$ cat src/id_stage_params.svh
`ifndef ID_STAGE_PARAMS_SVH
`define ID_STAGE_PARAMS_SVH

// Datapath and address width
`define XLEN 32

// Architectural register file
`define REG_COUNT 32
`define REG_IDX_W 5

`define INST_W 32
`define PC_STEP 4  // Fall-through increment

`endif

$ cat src/rv_isa_pkg.sv
`include "id_stage_params.svh"

package rv_isa_pkg;

    // Major opcodes kept by this decoder
    typedef enum logic [6:0] {
        OP_LUI    = 7'b0110111,
        OP_AUIPC  = 7'b0010111,
        OP_JAL    = 7'b1101111,
        OP_JALR   = 7'b1100111,
        OP_BRANCH = 7'b1100011,
        OP_LOAD   = 7'b0000011,
        OP_STORE  = 7'b0100011,
        OP_IMM    = 7'b0010011,
        OP_REG    = 7'b0110011
    } opcode_e;

    typedef enum logic [3:0] {
        ALU_ADD, ALU_SUB, ALU_SLL, ALU_SLT, ALU_SLTU, ALU_XOR,
        ALU_SRL, ALU_SRA, ALU_OR, ALU_AND, ALU_LUI, ALU_AUIPC
    } alu_op_e;

    typedef enum logic [2:0] {
        BR_NONE, BR_EQ, BR_NE, BR_LT, BR_GE, BR_LTU, BR_GEU
    } br_type_e;

    typedef enum logic [1:0] {
        MEM_BYTE = 2'b00,
        MEM_HALF = 2'b01,
        MEM_WORD = 2'b10
    } mem_width_e;

    // R-type layout, bit 31 on the left
    typedef struct packed {
        logic [6:0]            funct7;
        logic [`REG_IDX_W-1:0] rs2;
        logic [`REG_IDX_W-1:0] rs1;
        logic [2:0]            funct3;
        logic [`REG_IDX_W-1:0] rd;
        logic [6:0]            opcode;
    } inst_fields_t;

endpackage

$ cat src/id_pipe_pkg.sv
`include "id_stage_params.svh"

package id_pipe_pkg;

    typedef struct packed {
        logic                  valid;
        logic [`XLEN-1:0]      pc;
        logic [`INST_W-1:0]    inst;
        logic                  prediction_valid;
        logic [`XLEN-1:0]      predicted_pc;  // From the fetch-stage predictor
    } if_id_t;

    typedef struct packed {
        logic                   valid;
        logic [`XLEN-1:0]       pc;
        logic [`XLEN-1:0]       rs1_data;
        logic [`XLEN-1:0]       rs2_data;
        logic [`XLEN-1:0]       imm;
        logic [`REG_IDX_W-1:0]  rd;
        logic [`REG_IDX_W-1:0]  rs1;
        logic [`REG_IDX_W-1:0]  rs2;
        rv_isa_pkg::alu_op_e    alu_op;
        logic                   alu_src1_sel;  // 1 picks pc
        logic                   alu_src2_sel;  // 1 picks imm
        logic                   reg_write;
        logic                   mem_read;
        logic                   mem_write;
        rv_isa_pkg::mem_width_e mem_width;
        logic                   mem_unsigned;
        logic                   is_branch;
        rv_isa_pkg::br_type_e   branch_type;
        logic                   is_jump;
        logic                   prediction_valid;
        logic [`XLEN-1:0]       predicted_pc;
    } id_ex_t;

    // Same tap shape for EX/MEM and MEM/WB
    typedef struct packed {
        logic                  valid;
        logic                  reg_write;
        logic [`REG_IDX_W-1:0] rd;
        logic [`XLEN-1:0]      result;
    } fwd_src_t;

    typedef struct packed {
        logic                  enable;
        logic [`REG_IDX_W-1:0] rd;
        logic [`XLEN-1:0]      data;
    } wb_t;

    typedef struct packed {
        logic             valid;
        logic [`XLEN-1:0] target;
    } redirect_t;

endpackage

$ cat src/reg_file.sv
`timescale 1ns/1ps
`include "id_stage_params.svh"

module reg_file (
    input  logic                  clk,
    input  logic                  rst,
    input  id_pipe_pkg::wb_t      wb,
    input  logic [`REG_IDX_W-1:0] rs1_idx,
    input  logic [`REG_IDX_W-1:0] rs2_idx,
    output logic [`XLEN-1:0]      rs1_data,
    output logic [`XLEN-1:0]      rs2_data
);

    logic [`XLEN-1:0] regs [`REG_COUNT];
    logic             wb_write;

    assign wb_write = wb.enable && (wb.rd != '0);  // x0 is never written

    always_ff @(posedge clk or posedge rst) begin
        if (rst) begin
            for (int i = 0; i < `REG_COUNT; i++) begin
                regs[i] <= '0;
            end
        end else if (wb_write) begin
            regs[wb.rd] <= wb.data;
        end
    end

    // Read ports, same-cycle write-back wins over the stored value
    assign rs1_data = (rs1_idx == '0) ? '0 :
                      (wb_write && wb.rd == rs1_idx) ? wb.data : regs[rs1_idx];
    assign rs2_data = (rs2_idx == '0) ? '0 :
                      (wb_write && wb.rd == rs2_idx) ? wb.data : regs[rs2_idx];

    a_wb_rd_known: assert property (@(posedge clk) disable iff (rst)
        wb.enable |-> !$isunknown(wb.rd))
        else $error("reg_file: write-back enabled with unknown rd");

endmodule

$ cat src/inst_decoder.sv
`timescale 1ns/1ps
`include "id_stage_params.svh"

module inst_decoder (
    input  logic                  flush,
    input  id_pipe_pkg::if_id_t   if_id,
    input  logic [`XLEN-1:0]      rs1_data,
    input  logic [`XLEN-1:0]      rs2_data,
    output logic [`REG_IDX_W-1:0] rs1_idx,
    output logic [`REG_IDX_W-1:0] rs2_idx,
    output logic [`XLEN-1:0]      imm_b,
    output id_pipe_pkg::id_ex_t   id_ex_next
);

    import rv_isa_pkg::*;

    logic [`INST_W-1:0] inst;
    inst_fields_t       f;
    logic [`XLEN-1:0]   imm_i;
    logic [`XLEN-1:0]   imm_s;
    logic [`XLEN-1:0]   imm_u;
    logic [`XLEN-1:0]   imm_j;

    // Used by OP and OP-IMM where only OP has SUB
    function automatic alu_op_e alu_of(input logic [2:0] funct3, input logic sub_ok,
                                       input logic alt);
        case (funct3)
            3'b000:  return (sub_ok && alt) ? ALU_SUB : ALU_ADD;
            3'b001:  return ALU_SLL;
            3'b010:  return ALU_SLT;
            3'b011:  return ALU_SLTU;
            3'b100:  return ALU_XOR;
            3'b101:  return alt ? ALU_SRA : ALU_SRL;
            3'b110:  return ALU_OR;
            default: return ALU_AND;
        endcase
    endfunction

    function automatic mem_width_e width_of(input logic [2:0] funct3);
        case (funct3[1:0])
            2'b00:   return MEM_BYTE;
            2'b01:   return MEM_HALF;
            default: return MEM_WORD;
        endcase
    endfunction

    function automatic br_type_e br_of(input logic [2:0] funct3);
        case (funct3)
            3'b000:  return BR_EQ;
            3'b001:  return BR_NE;
            3'b100:  return BR_LT;
            3'b101:  return BR_GE;
            3'b110:  return BR_LTU;
            3'b111:  return BR_GEU;
            default: return BR_NONE;
        endcase
    endfunction

    assign inst    = if_id.inst;
    assign f       = inst;
    assign rs1_idx = f.rs1;
    assign rs2_idx = f.rs2;

    // --------------------
    // Immediates
    // --------------------
    assign imm_i = {{20{inst[31]}}, inst[31:20]};
    assign imm_s = {{20{inst[31]}}, inst[31:25], inst[11:7]};
    assign imm_b = {{20{inst[31]}}, inst[7], inst[30:25], inst[11:8], 1'b0};
    assign imm_u = {inst[31:12], 12'b0};
    assign imm_j = {{12{inst[31]}}, inst[19:12], inst[20], inst[30:21], 1'b0};

    // --------------------
    // Control decode
    // --------------------
    always_comb begin
        id_ex_next = '0;
        if (!flush && if_id.valid) begin
            id_ex_next.valid            = 1'b1;
            id_ex_next.pc               = if_id.pc;
            id_ex_next.rs1_data         = rs1_data;
            id_ex_next.rs2_data         = rs2_data;
            id_ex_next.rd               = f.rd;
            id_ex_next.rs1              = f.rs1;
            id_ex_next.rs2              = f.rs2;
            id_ex_next.prediction_valid = if_id.prediction_valid;
            id_ex_next.predicted_pc     = if_id.predicted_pc;
            id_ex_next.alu_op           = ALU_ADD;  // Address math unless overridden
            id_ex_next.alu_src2_sel     = 1'b1;
            case (f.opcode)
                OP_LUI: begin
                    id_ex_next.imm       = imm_u;
                    id_ex_next.alu_op    = ALU_LUI;
                    id_ex_next.reg_write = 1'b1;
                end
                OP_AUIPC: begin
                    id_ex_next.imm          = imm_u;
                    id_ex_next.alu_op       = ALU_AUIPC;
                    id_ex_next.alu_src1_sel = 1'b1;
                    id_ex_next.reg_write    = 1'b1;
                end
                OP_JAL: begin
                    id_ex_next.imm          = imm_j;
                    id_ex_next.alu_src1_sel = 1'b1;
                    id_ex_next.is_jump      = 1'b1;
                    id_ex_next.reg_write    = 1'b1;
                end
                OP_JALR: begin
                    id_ex_next.imm       = imm_i;
                    id_ex_next.is_jump   = 1'b1;
                    id_ex_next.reg_write = 1'b1;
                end
                OP_BRANCH: begin
                    id_ex_next.imm          = imm_b;
                    id_ex_next.alu_src1_sel = 1'b1;  // pc + imm target
                    id_ex_next.is_branch    = 1'b1;
                    id_ex_next.branch_type  = br_of(f.funct3);
                end
                OP_LOAD: begin
                    id_ex_next.imm          = imm_i;
                    id_ex_next.mem_read     = 1'b1;
                    id_ex_next.reg_write    = 1'b1;
                    id_ex_next.mem_width    = width_of(f.funct3);
                    id_ex_next.mem_unsigned = f.funct3[2];  // LBU and LHU
                end
                OP_STORE: begin
                    id_ex_next.imm       = imm_s;
                    id_ex_next.mem_write = 1'b1;
                    id_ex_next.mem_width = width_of(f.funct3);
                end
                OP_IMM: begin
                    id_ex_next.imm       = imm_i;
                    id_ex_next.alu_op    = alu_of(f.funct3, 1'b0, f.funct7[5]);
                    id_ex_next.reg_write = 1'b1;
                end
                OP_REG: begin
                    id_ex_next.alu_src2_sel = 1'b0;  // rs2 operand
                    id_ex_next.alu_op       = alu_of(f.funct3, 1'b1, f.funct7[5]);
                    id_ex_next.reg_write    = 1'b1;
                end
                default: id_ex_next = '0;  // SYSTEM, FENCE and unknown
            endcase
        end
    end

    // A valid instruction must be fully known
    always_comb begin
        a_inst_known: assert final (!if_id.valid || !$isunknown(if_id.inst))
            else $error("inst_decoder: valid instruction with unknown bits");
    end

endmodule

$ cat src/operand_bypass.sv
`timescale 1ns/1ps
`include "id_stage_params.svh"

module operand_bypass (
    input  logic [`REG_IDX_W-1:0] reg_idx,
    input  logic [`XLEN-1:0]      reg_data,
    input  id_pipe_pkg::fwd_src_t ex_mem_fwd,
    input  id_pipe_pkg::fwd_src_t mem_wb_fwd,
    input  logic [`XLEN-1:0]      wb_data,
    output logic [`XLEN-1:0]      operand
);

    import id_pipe_pkg::*;

    logic ex_mem_hit;
    logic mem_wb_hit;

    // Tap writes the register we are reading
    function automatic logic tap_hit(input fwd_src_t tap, input logic [`REG_IDX_W-1:0] idx);
        return tap.valid && tap.reg_write && (tap.rd != '0) && (tap.rd == idx);
    endfunction

    assign ex_mem_hit = tap_hit(ex_mem_fwd, reg_idx);
    assign mem_wb_hit = tap_hit(mem_wb_fwd, reg_idx);

    // Youngest producer first
    assign operand = ex_mem_hit ? ex_mem_fwd.result :
                     mem_wb_hit ? wb_data :
                                  reg_data;

endmodule

$ cat src/branch_resolver.sv
`timescale 1ns/1ps
`include "id_stage_params.svh"

module branch_resolver (
    input  id_pipe_pkg::if_id_t    if_id,
    input  logic [`XLEN-1:0]       imm_b,
    input  logic [`XLEN-1:0]       rs1_op,
    input  logic [`XLEN-1:0]       rs2_op,
    output id_pipe_pkg::redirect_t redirect
);

    import rv_isa_pkg::*;

    inst_fields_t     f;
    logic             is_br;
    logic             taken;
    logic [`XLEN-1:0] target;
    logic [`XLEN-1:0] fall_thru;

    assign f         = if_id.inst;
    assign is_br     = if_id.valid && (f.opcode == OP_BRANCH);
    assign target    = if_id.pc + imm_b;
    assign fall_thru = if_id.pc + `PC_STEP;

    always_comb begin
        case (f.funct3)
            3'b000:  taken = (rs1_op == rs2_op);
            3'b001:  taken = (rs1_op != rs2_op);
            3'b100:  taken = ($signed(rs1_op) < $signed(rs2_op));
            3'b101:  taken = ($signed(rs1_op) >= $signed(rs2_op));
            3'b110:  taken = (rs1_op < rs2_op);
            3'b111:  taken = (rs1_op >= rs2_op);
            default: taken = 1'b0;  // Reserved encodings never branch
        endcase
    end

    // Compare outcome with the fetch-stage guess
    always_comb begin
        redirect = '0;
        if (is_br) begin
            if (taken && (!if_id.prediction_valid || if_id.predicted_pc != target)) begin
                redirect.valid  = 1'b1;
                redirect.target = target;
            end else if (!taken && if_id.prediction_valid) begin
                redirect.valid  = 1'b1;  // Wrongly predicted taken
                redirect.target = fall_thru;
            end
        end
    end

    // Branch outcome needs known operands
    always_comb begin
        a_operands_known: assert final (!is_br || !$isunknown({rs1_op, rs2_op}))
            else $error("branch_resolver: branch operands unknown");
    end

endmodule

$ cat src/id_stage.sv
`timescale 1ns/1ps
`include "id_stage_params.svh"

module id_stage (
    input  logic                   clk,
    input  logic                   rst,
    input  logic                   flush,
    input  id_pipe_pkg::if_id_t    if_id,
    input  id_pipe_pkg::wb_t       wb,
    input  id_pipe_pkg::fwd_src_t  ex_mem_fwd,
    input  id_pipe_pkg::fwd_src_t  mem_wb_fwd,
    output id_pipe_pkg::id_ex_t    id_ex_next,
    output id_pipe_pkg::redirect_t redirect
);

    logic [1:0][`REG_IDX_W-1:0] src_idx;  // Lane 0 is rs1, lane 1 is rs2
    logic [1:0][`XLEN-1:0]      rf_data;
    logic [1:0][`XLEN-1:0]      br_op;    // Forwarded branch operands
    logic [`XLEN-1:0]           imm_b;

    reg_file u_reg_file (
        .clk      (clk),
        .rst      (rst),
        .wb       (wb),
        .rs1_idx  (src_idx[0]),
        .rs2_idx  (src_idx[1]),
        .rs1_data (rf_data[0]),
        .rs2_data (rf_data[1])
    );

    for (genvar lane = 0; lane < 2; lane++) begin : g_bypass
        operand_bypass u_bypass (
            .reg_idx    (src_idx[lane]),
            .reg_data   (rf_data[lane]),
            .ex_mem_fwd (ex_mem_fwd),
            .mem_wb_fwd (mem_wb_fwd),
            .wb_data    (wb.data),
            .operand    (br_op[lane])
        );
    end

    inst_decoder u_decoder (
        .flush      (flush),
        .if_id      (if_id),
        .rs1_data   (rf_data[0]),
        .rs2_data   (rf_data[1]),
        .rs1_idx    (src_idx[0]),
        .rs2_idx    (src_idx[1]),
        .imm_b      (imm_b),
        .id_ex_next (id_ex_next)
    );

    branch_resolver u_resolver (
        .if_id    (if_id),
        .imm_b    (imm_b),
        .rs1_op   (br_op[0]),
        .rs2_op   (br_op[1]),
        .redirect (redirect)
    );

endmodule

$ cat config.mk
export PLATFORM = sky130hd
export DESIGN_NAME = id_stage
export DESIGN_NICKNAME = d
export VERILOG_FILES = /design/src/rv_isa_pkg.sv /design/src/id_pipe_pkg.sv /design/src/reg_file.sv /design/src/inst_decoder.sv /design/src/operand_bypass.sv /design/src/branch_resolver.sv /design/src/id_stage.sv
export VERILOG_INCLUDE_DIRS = /design/src
export SDC_FILE = /design/constraint.sdc
export NUM_CORES = 2
export LEC_CHECK = 0
export BUFFER_PORTS_ARGS = -buffer_cell sky130_fd_sc_hd__buf_2
export CAP_MARGIN = 20
export CORE_UTILIZATION = 62
export CTS_BUF_LIST = sky130_fd_sc_hd__clkbuf_16
export DETAILED_ROUTE_END_ITERATION = 10
export PLACE_DENSITY = 0.82
export SLEW_MARGIN = 20
export SYNTH_ARGS = -nofsm -noshare
export SYNTH_HDL_FRONTEND = slang
export SYNTH_SLANG_ARGS = --single-unit
$ cat constraint.sdc
create_clock -name clk -period 36.8 [get_ports clk]
set_clock_uncertainty 0.15 [all_clocks]
set_input_delay 0 -clock clk [delete_from_list [all_inputs] [get_ports clk]]
set_output_delay 0 -clock clk [all_outputs]
set_load 0.02 [all_outputs]
==> results.rst <==
.. list-table::
   :header-rows: 1

   * - Metric
     - Value
   * - Run status
     - complete, no violations
   * - DRC violations left
     - 0
   * - Final-report max-slew violation count
     - 0
   * - End-of-flow core utilization
     - a little under 70%
   * - Worst supply voltage drop on vdd
     - 0.0471 mV
   * - Final weighted congestion in routability-driven placement
     - around 0.96
   * - Critical Path Slowest Stage Cell
     - nor4_2
   * - Kind of start point of the critical path
     - primary input
   * - Avg WL per Cell
     - approximately 32 um
   * - Data required time at the worst endpoint
     - 36650 ps
   * - Largest area contributor in the netlist
     - dfrtp_1
   * - Leading registers by flop count
     - u_reg_file.regs: 1024 flops
   * - Largest cells by area after synthesis
     - dfrtp_1, mux4_2, mux2_2
   * - CP most frequent cell
     - buf_4
   * - Setup repair after global routing missed its margin
     - no
   * - Effective utilization at floorplan
     - 62.7%
   * - DRC marker count from the first detailed-route iteration
     - 6383
   * - Number of routed nets with antenna violations
     - 0
   * - Maximum number of pins on one net before global-route repair
     - ~180
   * - Proportion of synthesized flip-flops having asynchronous set or reset
     - 100%
   * - Clock latency reported for the late side of the worst-skew pair
     - around 700 ps
   * - Synthesized instance count
     - between 4k and 5k
   * - EDFF count, synth
     - 0
   * - Total number of vias
     - slightly below 50k
   * - GRT Overall Usage
     - around 41%
   * - Proportion of layout cells with a drive suffix above 1
     - between 40% and 50%
   * - Avg Cell Area, Syn
     - 12.5 um2
   * - Final nets
     - 5355
   * - CP Max Fanout
     - between 60 and 70
   * - Cell area reported after detailed placement
     - ~65000 um2
   * - Die boundary width
     - ~320 um
   * - Combinational share of power
     - roughly 26%
   * - Worst rel slew slack
     - between 20% and 30%
   * - Number of global-route vias before repair
     - between 40k and 50k
   * - Post-DR vias/cell
     - 7.45
   * - Share of the synthesized area in the top cell type
     - roughly two fifths
   * - Library cells used by synthesis
     - 75
   * - Sum Neg Setup Slack
     - 0 ps
   * - Max FFs per register
     - approximately 1.0k
   * - Inserted Clock Buffers
     - 101
   * - Final period demand of the worst path
     - between 9000 and 10000 ps
   * - Cell area after layout
     - roughly 68000 um2
   * - Register-to-register setup slack
     - 35800 ps
   * - Antenna violations before repair
     - 16
   * - Data arrival time at the worst-slack endpoint
     - between 9000 and 10000 ps
   * - Floorplan row count
     - 115
   * - Cell Count, Final, Fillers Out
     - around 6.4k
   * - Biggest register
     - u_reg_file.regs
   * - Ys flop type
     - dfrtp_1
   * - Largest stage delay, worst path
     - 860 ps
   * - Worst Path Class, Setup
     - primary input to output port
   * - Area Growth Syn to Fin
     - 9.99%
   * - Max capacitance violation total
     - 0
   * - Hold violation count in the final report
     - 0
   * - Netlist area before placement
     - 61800 um2
   * - Fill cell total of the finished layout
     - between 6k and 7k
   * - Count of final setup violators
     - 0
   * - Final global-route overflow total
     - 0
   * - Kind of path behind the tightest hold check
     - primary input to register
   * - Switch share
     - 30.3%
   * - TritonCTS clock tree
     - yes
   * - Type of element capturing the critical path
     - output port
   * - Achievable frequency
     - between 0.1 and 0.15 GHz
   * - Count of H-tree levels built during CTS
     - 3
   * - Number of input and output port buffers inserted
     - around 410
   * - Power per Cell Area
     - roughly 49 nW/um2
   * - Leakage power summed over all cells
     - between 0.03 and 0.04 uW
   * - Max Root-Sink Buffers
     - 3
   * - Clock group share of total power
     - 29.5%
   * - Clk slew on worst S/H paths
     - ~60 ps
   * - Share of total power in sequential cells
     - 44.7%
   * - Number of cells on the worst hold path
     - 5
   * - DP Wirelength
     - 123000 um
   * - Master cell of the clock root buffer
     - clkbuf_16
   * - Placed Cells
     - around 6.2k
   * - Aggregate routed wire length
     - about 210000 um
   * - Share of synthesized area occupied by flip-flops and latches
     - 41.5%
   * - Depth of the worst register-to-register path
     - 1
   * - Clock sinks
     - about 1.0k
   * - Yosys synthesis warning count
     - 0
   * - Synthesized netlist net count
     - between 5k and 6k
   * - Worst Tran Pin Value
     - ~1200 ps
   * - Count of TritonRoute iterations in the first routing pass
     - 6
   * - Area of the die
     - between 100000 and 150000 um2
   * - Die H
     - roughly 320 um
   * - Final Cycle Share
     - 25.7%
   * - Num ports
     - approximately 440
   * - CORE AREA
     - between 90000 and 100000 um2
   * - P_sw
     - roughly 1000 uW
   * - Cell internal pwr
     - 2340 uW
   * - Flip-flop and latch count after synthesis
     - 1024
   * - Global-route wire length before repair
     - between 300000 and 400000 um
## per-layer routing
layer	part of all wire, %	GRT usage (%)	vias to the layer above
met2	45	62.2	3762
met4	6.8	25.0	16
li1	-	-	18895
met3	13	13.4	934
met1	35	52.8	24403
met5	0.049	0	-
## critical path, delay by kind of cell
kind | cells | cell delay (ps)
adder cells (fa/ha/maj) | 1 | 770
AND/OR/NAND/NOR | 9 | 3030
multiplexers | 2 | 390
buffers and inverters | 5 | 2530
XOR/XNOR | 2 | 450
AO/OA/AOI/OAI | 6 | 1990
## cell usage in the layout (no fill, tap or decap), types with 84 or more instances in the layout
master / n
buf_4: 90
mux4_2: 548
dfrtp_1: 1024
mux2_2: 850
nor3_1: 84
clkbuf_16: 104
a21oi_1: 124
buf_2: 402
nand2_1: 385
o21ai_0: 326
nor2_1: 125
and2_1: 91
mux2i_1: 195
## cell usage after synthesis, types with 12 or more instances
master	instances
xor2_1	58
a21o_1	12
nand3_1	59
and2_1	91
a21oi_1	124
o22ai_1	59
nor3_1	87
dfrtp_1	1024
inv_1	43
mux4_2	548
o21ai_0	327
buf_2	27
xnor2_1	58
buf_1	98
and3_1	37
nand2b_1	12
clkbuf_1	376
nand4_1	24
mux2i_1	195
ha_1	63
o31ai_1	20
nand2_1	402
o221ai_1	19
a221oi_1	28
mux2_2	850
nor2_1	138
## area by class of cell
| cell class | instances | area, um2 | area share (%) |
|---|---|---|---|
| timing repair buffer | 537 | 3190 | 4.70 |
| sequential | 1024 | 25600 | 37.7 |
| inverter | 43 | 170 | 0.250 |
| antenna | 9 | 22.5 | 0.0331 |
| clock inverter | 76 | 473 | 0.696 |
| clock buffer | 104 | 2600 | 3.83 |
| tap | 1287 | 1610 | 2.37 |
| multi-input combinational | 3367 | 34300 | 50.4 |
## final timing paths
kind,startpoint,end
worst max-delay path,if_id[53],redirect[12]
worst min-delay path,wb[37],u_reg_file.regs[572]
worst max register to register,u_reg_file.regs[884],u_reg_file.regs[884]
worst min register to register,u_reg_file.regs[1012],u_reg_file.regs[1012]
max in group asynchronous,rst,u_reg_file.regs[634]
min in group asynchronous,rst,u_reg_file.regs[585]
## logic make-up (layout without fill, tap and decap cells)
kind of cell	Yosys count	count (layout)	synth area share, %
mux	1593	1593	38.6
simple gates	909	909	6.81
xor+xnor	119	119	1.73
buf+inv	549	760	3.45
flops	1024	1024	41.5
compound gates	682	682	6.61
fa+ha+maj	64	64	1.31
other cells	0	9	0
## stage by stage
stage          power (uW)  hold WS, ps  worst slack (ps)
6_report             3360         40.3             27350
5_1_grt              3480         51.7             27140
2_1_floorplan        2100        -60.5              7830
3_5_place_dp         2340         84.9             27610
4_1_cts              3330         30.7             27590
3_3_place_gp         2290         79.1             27670
## power by group through the flow
stage / Clock, uW / Sequential, uW / Combinational [uW]
after floorplan: 0 / 1460 / 644
after global placement: 0 / 1480 / 808
after detailed placement: 0 / 1510 / 837
after CTS: 991 / 1490 / 850
after global routing: 1040 / 1520 / 919
final: 992 / 1500 / 865
## timing repair
action,4_1_cts,5_1_grt
hold buffers,34,0
resized for setup,0,0
setup buffers,0,0
endpoints found under the hold margin,1080,0
endpoints found under the setup margin,0,0
No activity file was read; power rests on OpenSTA's default activity.
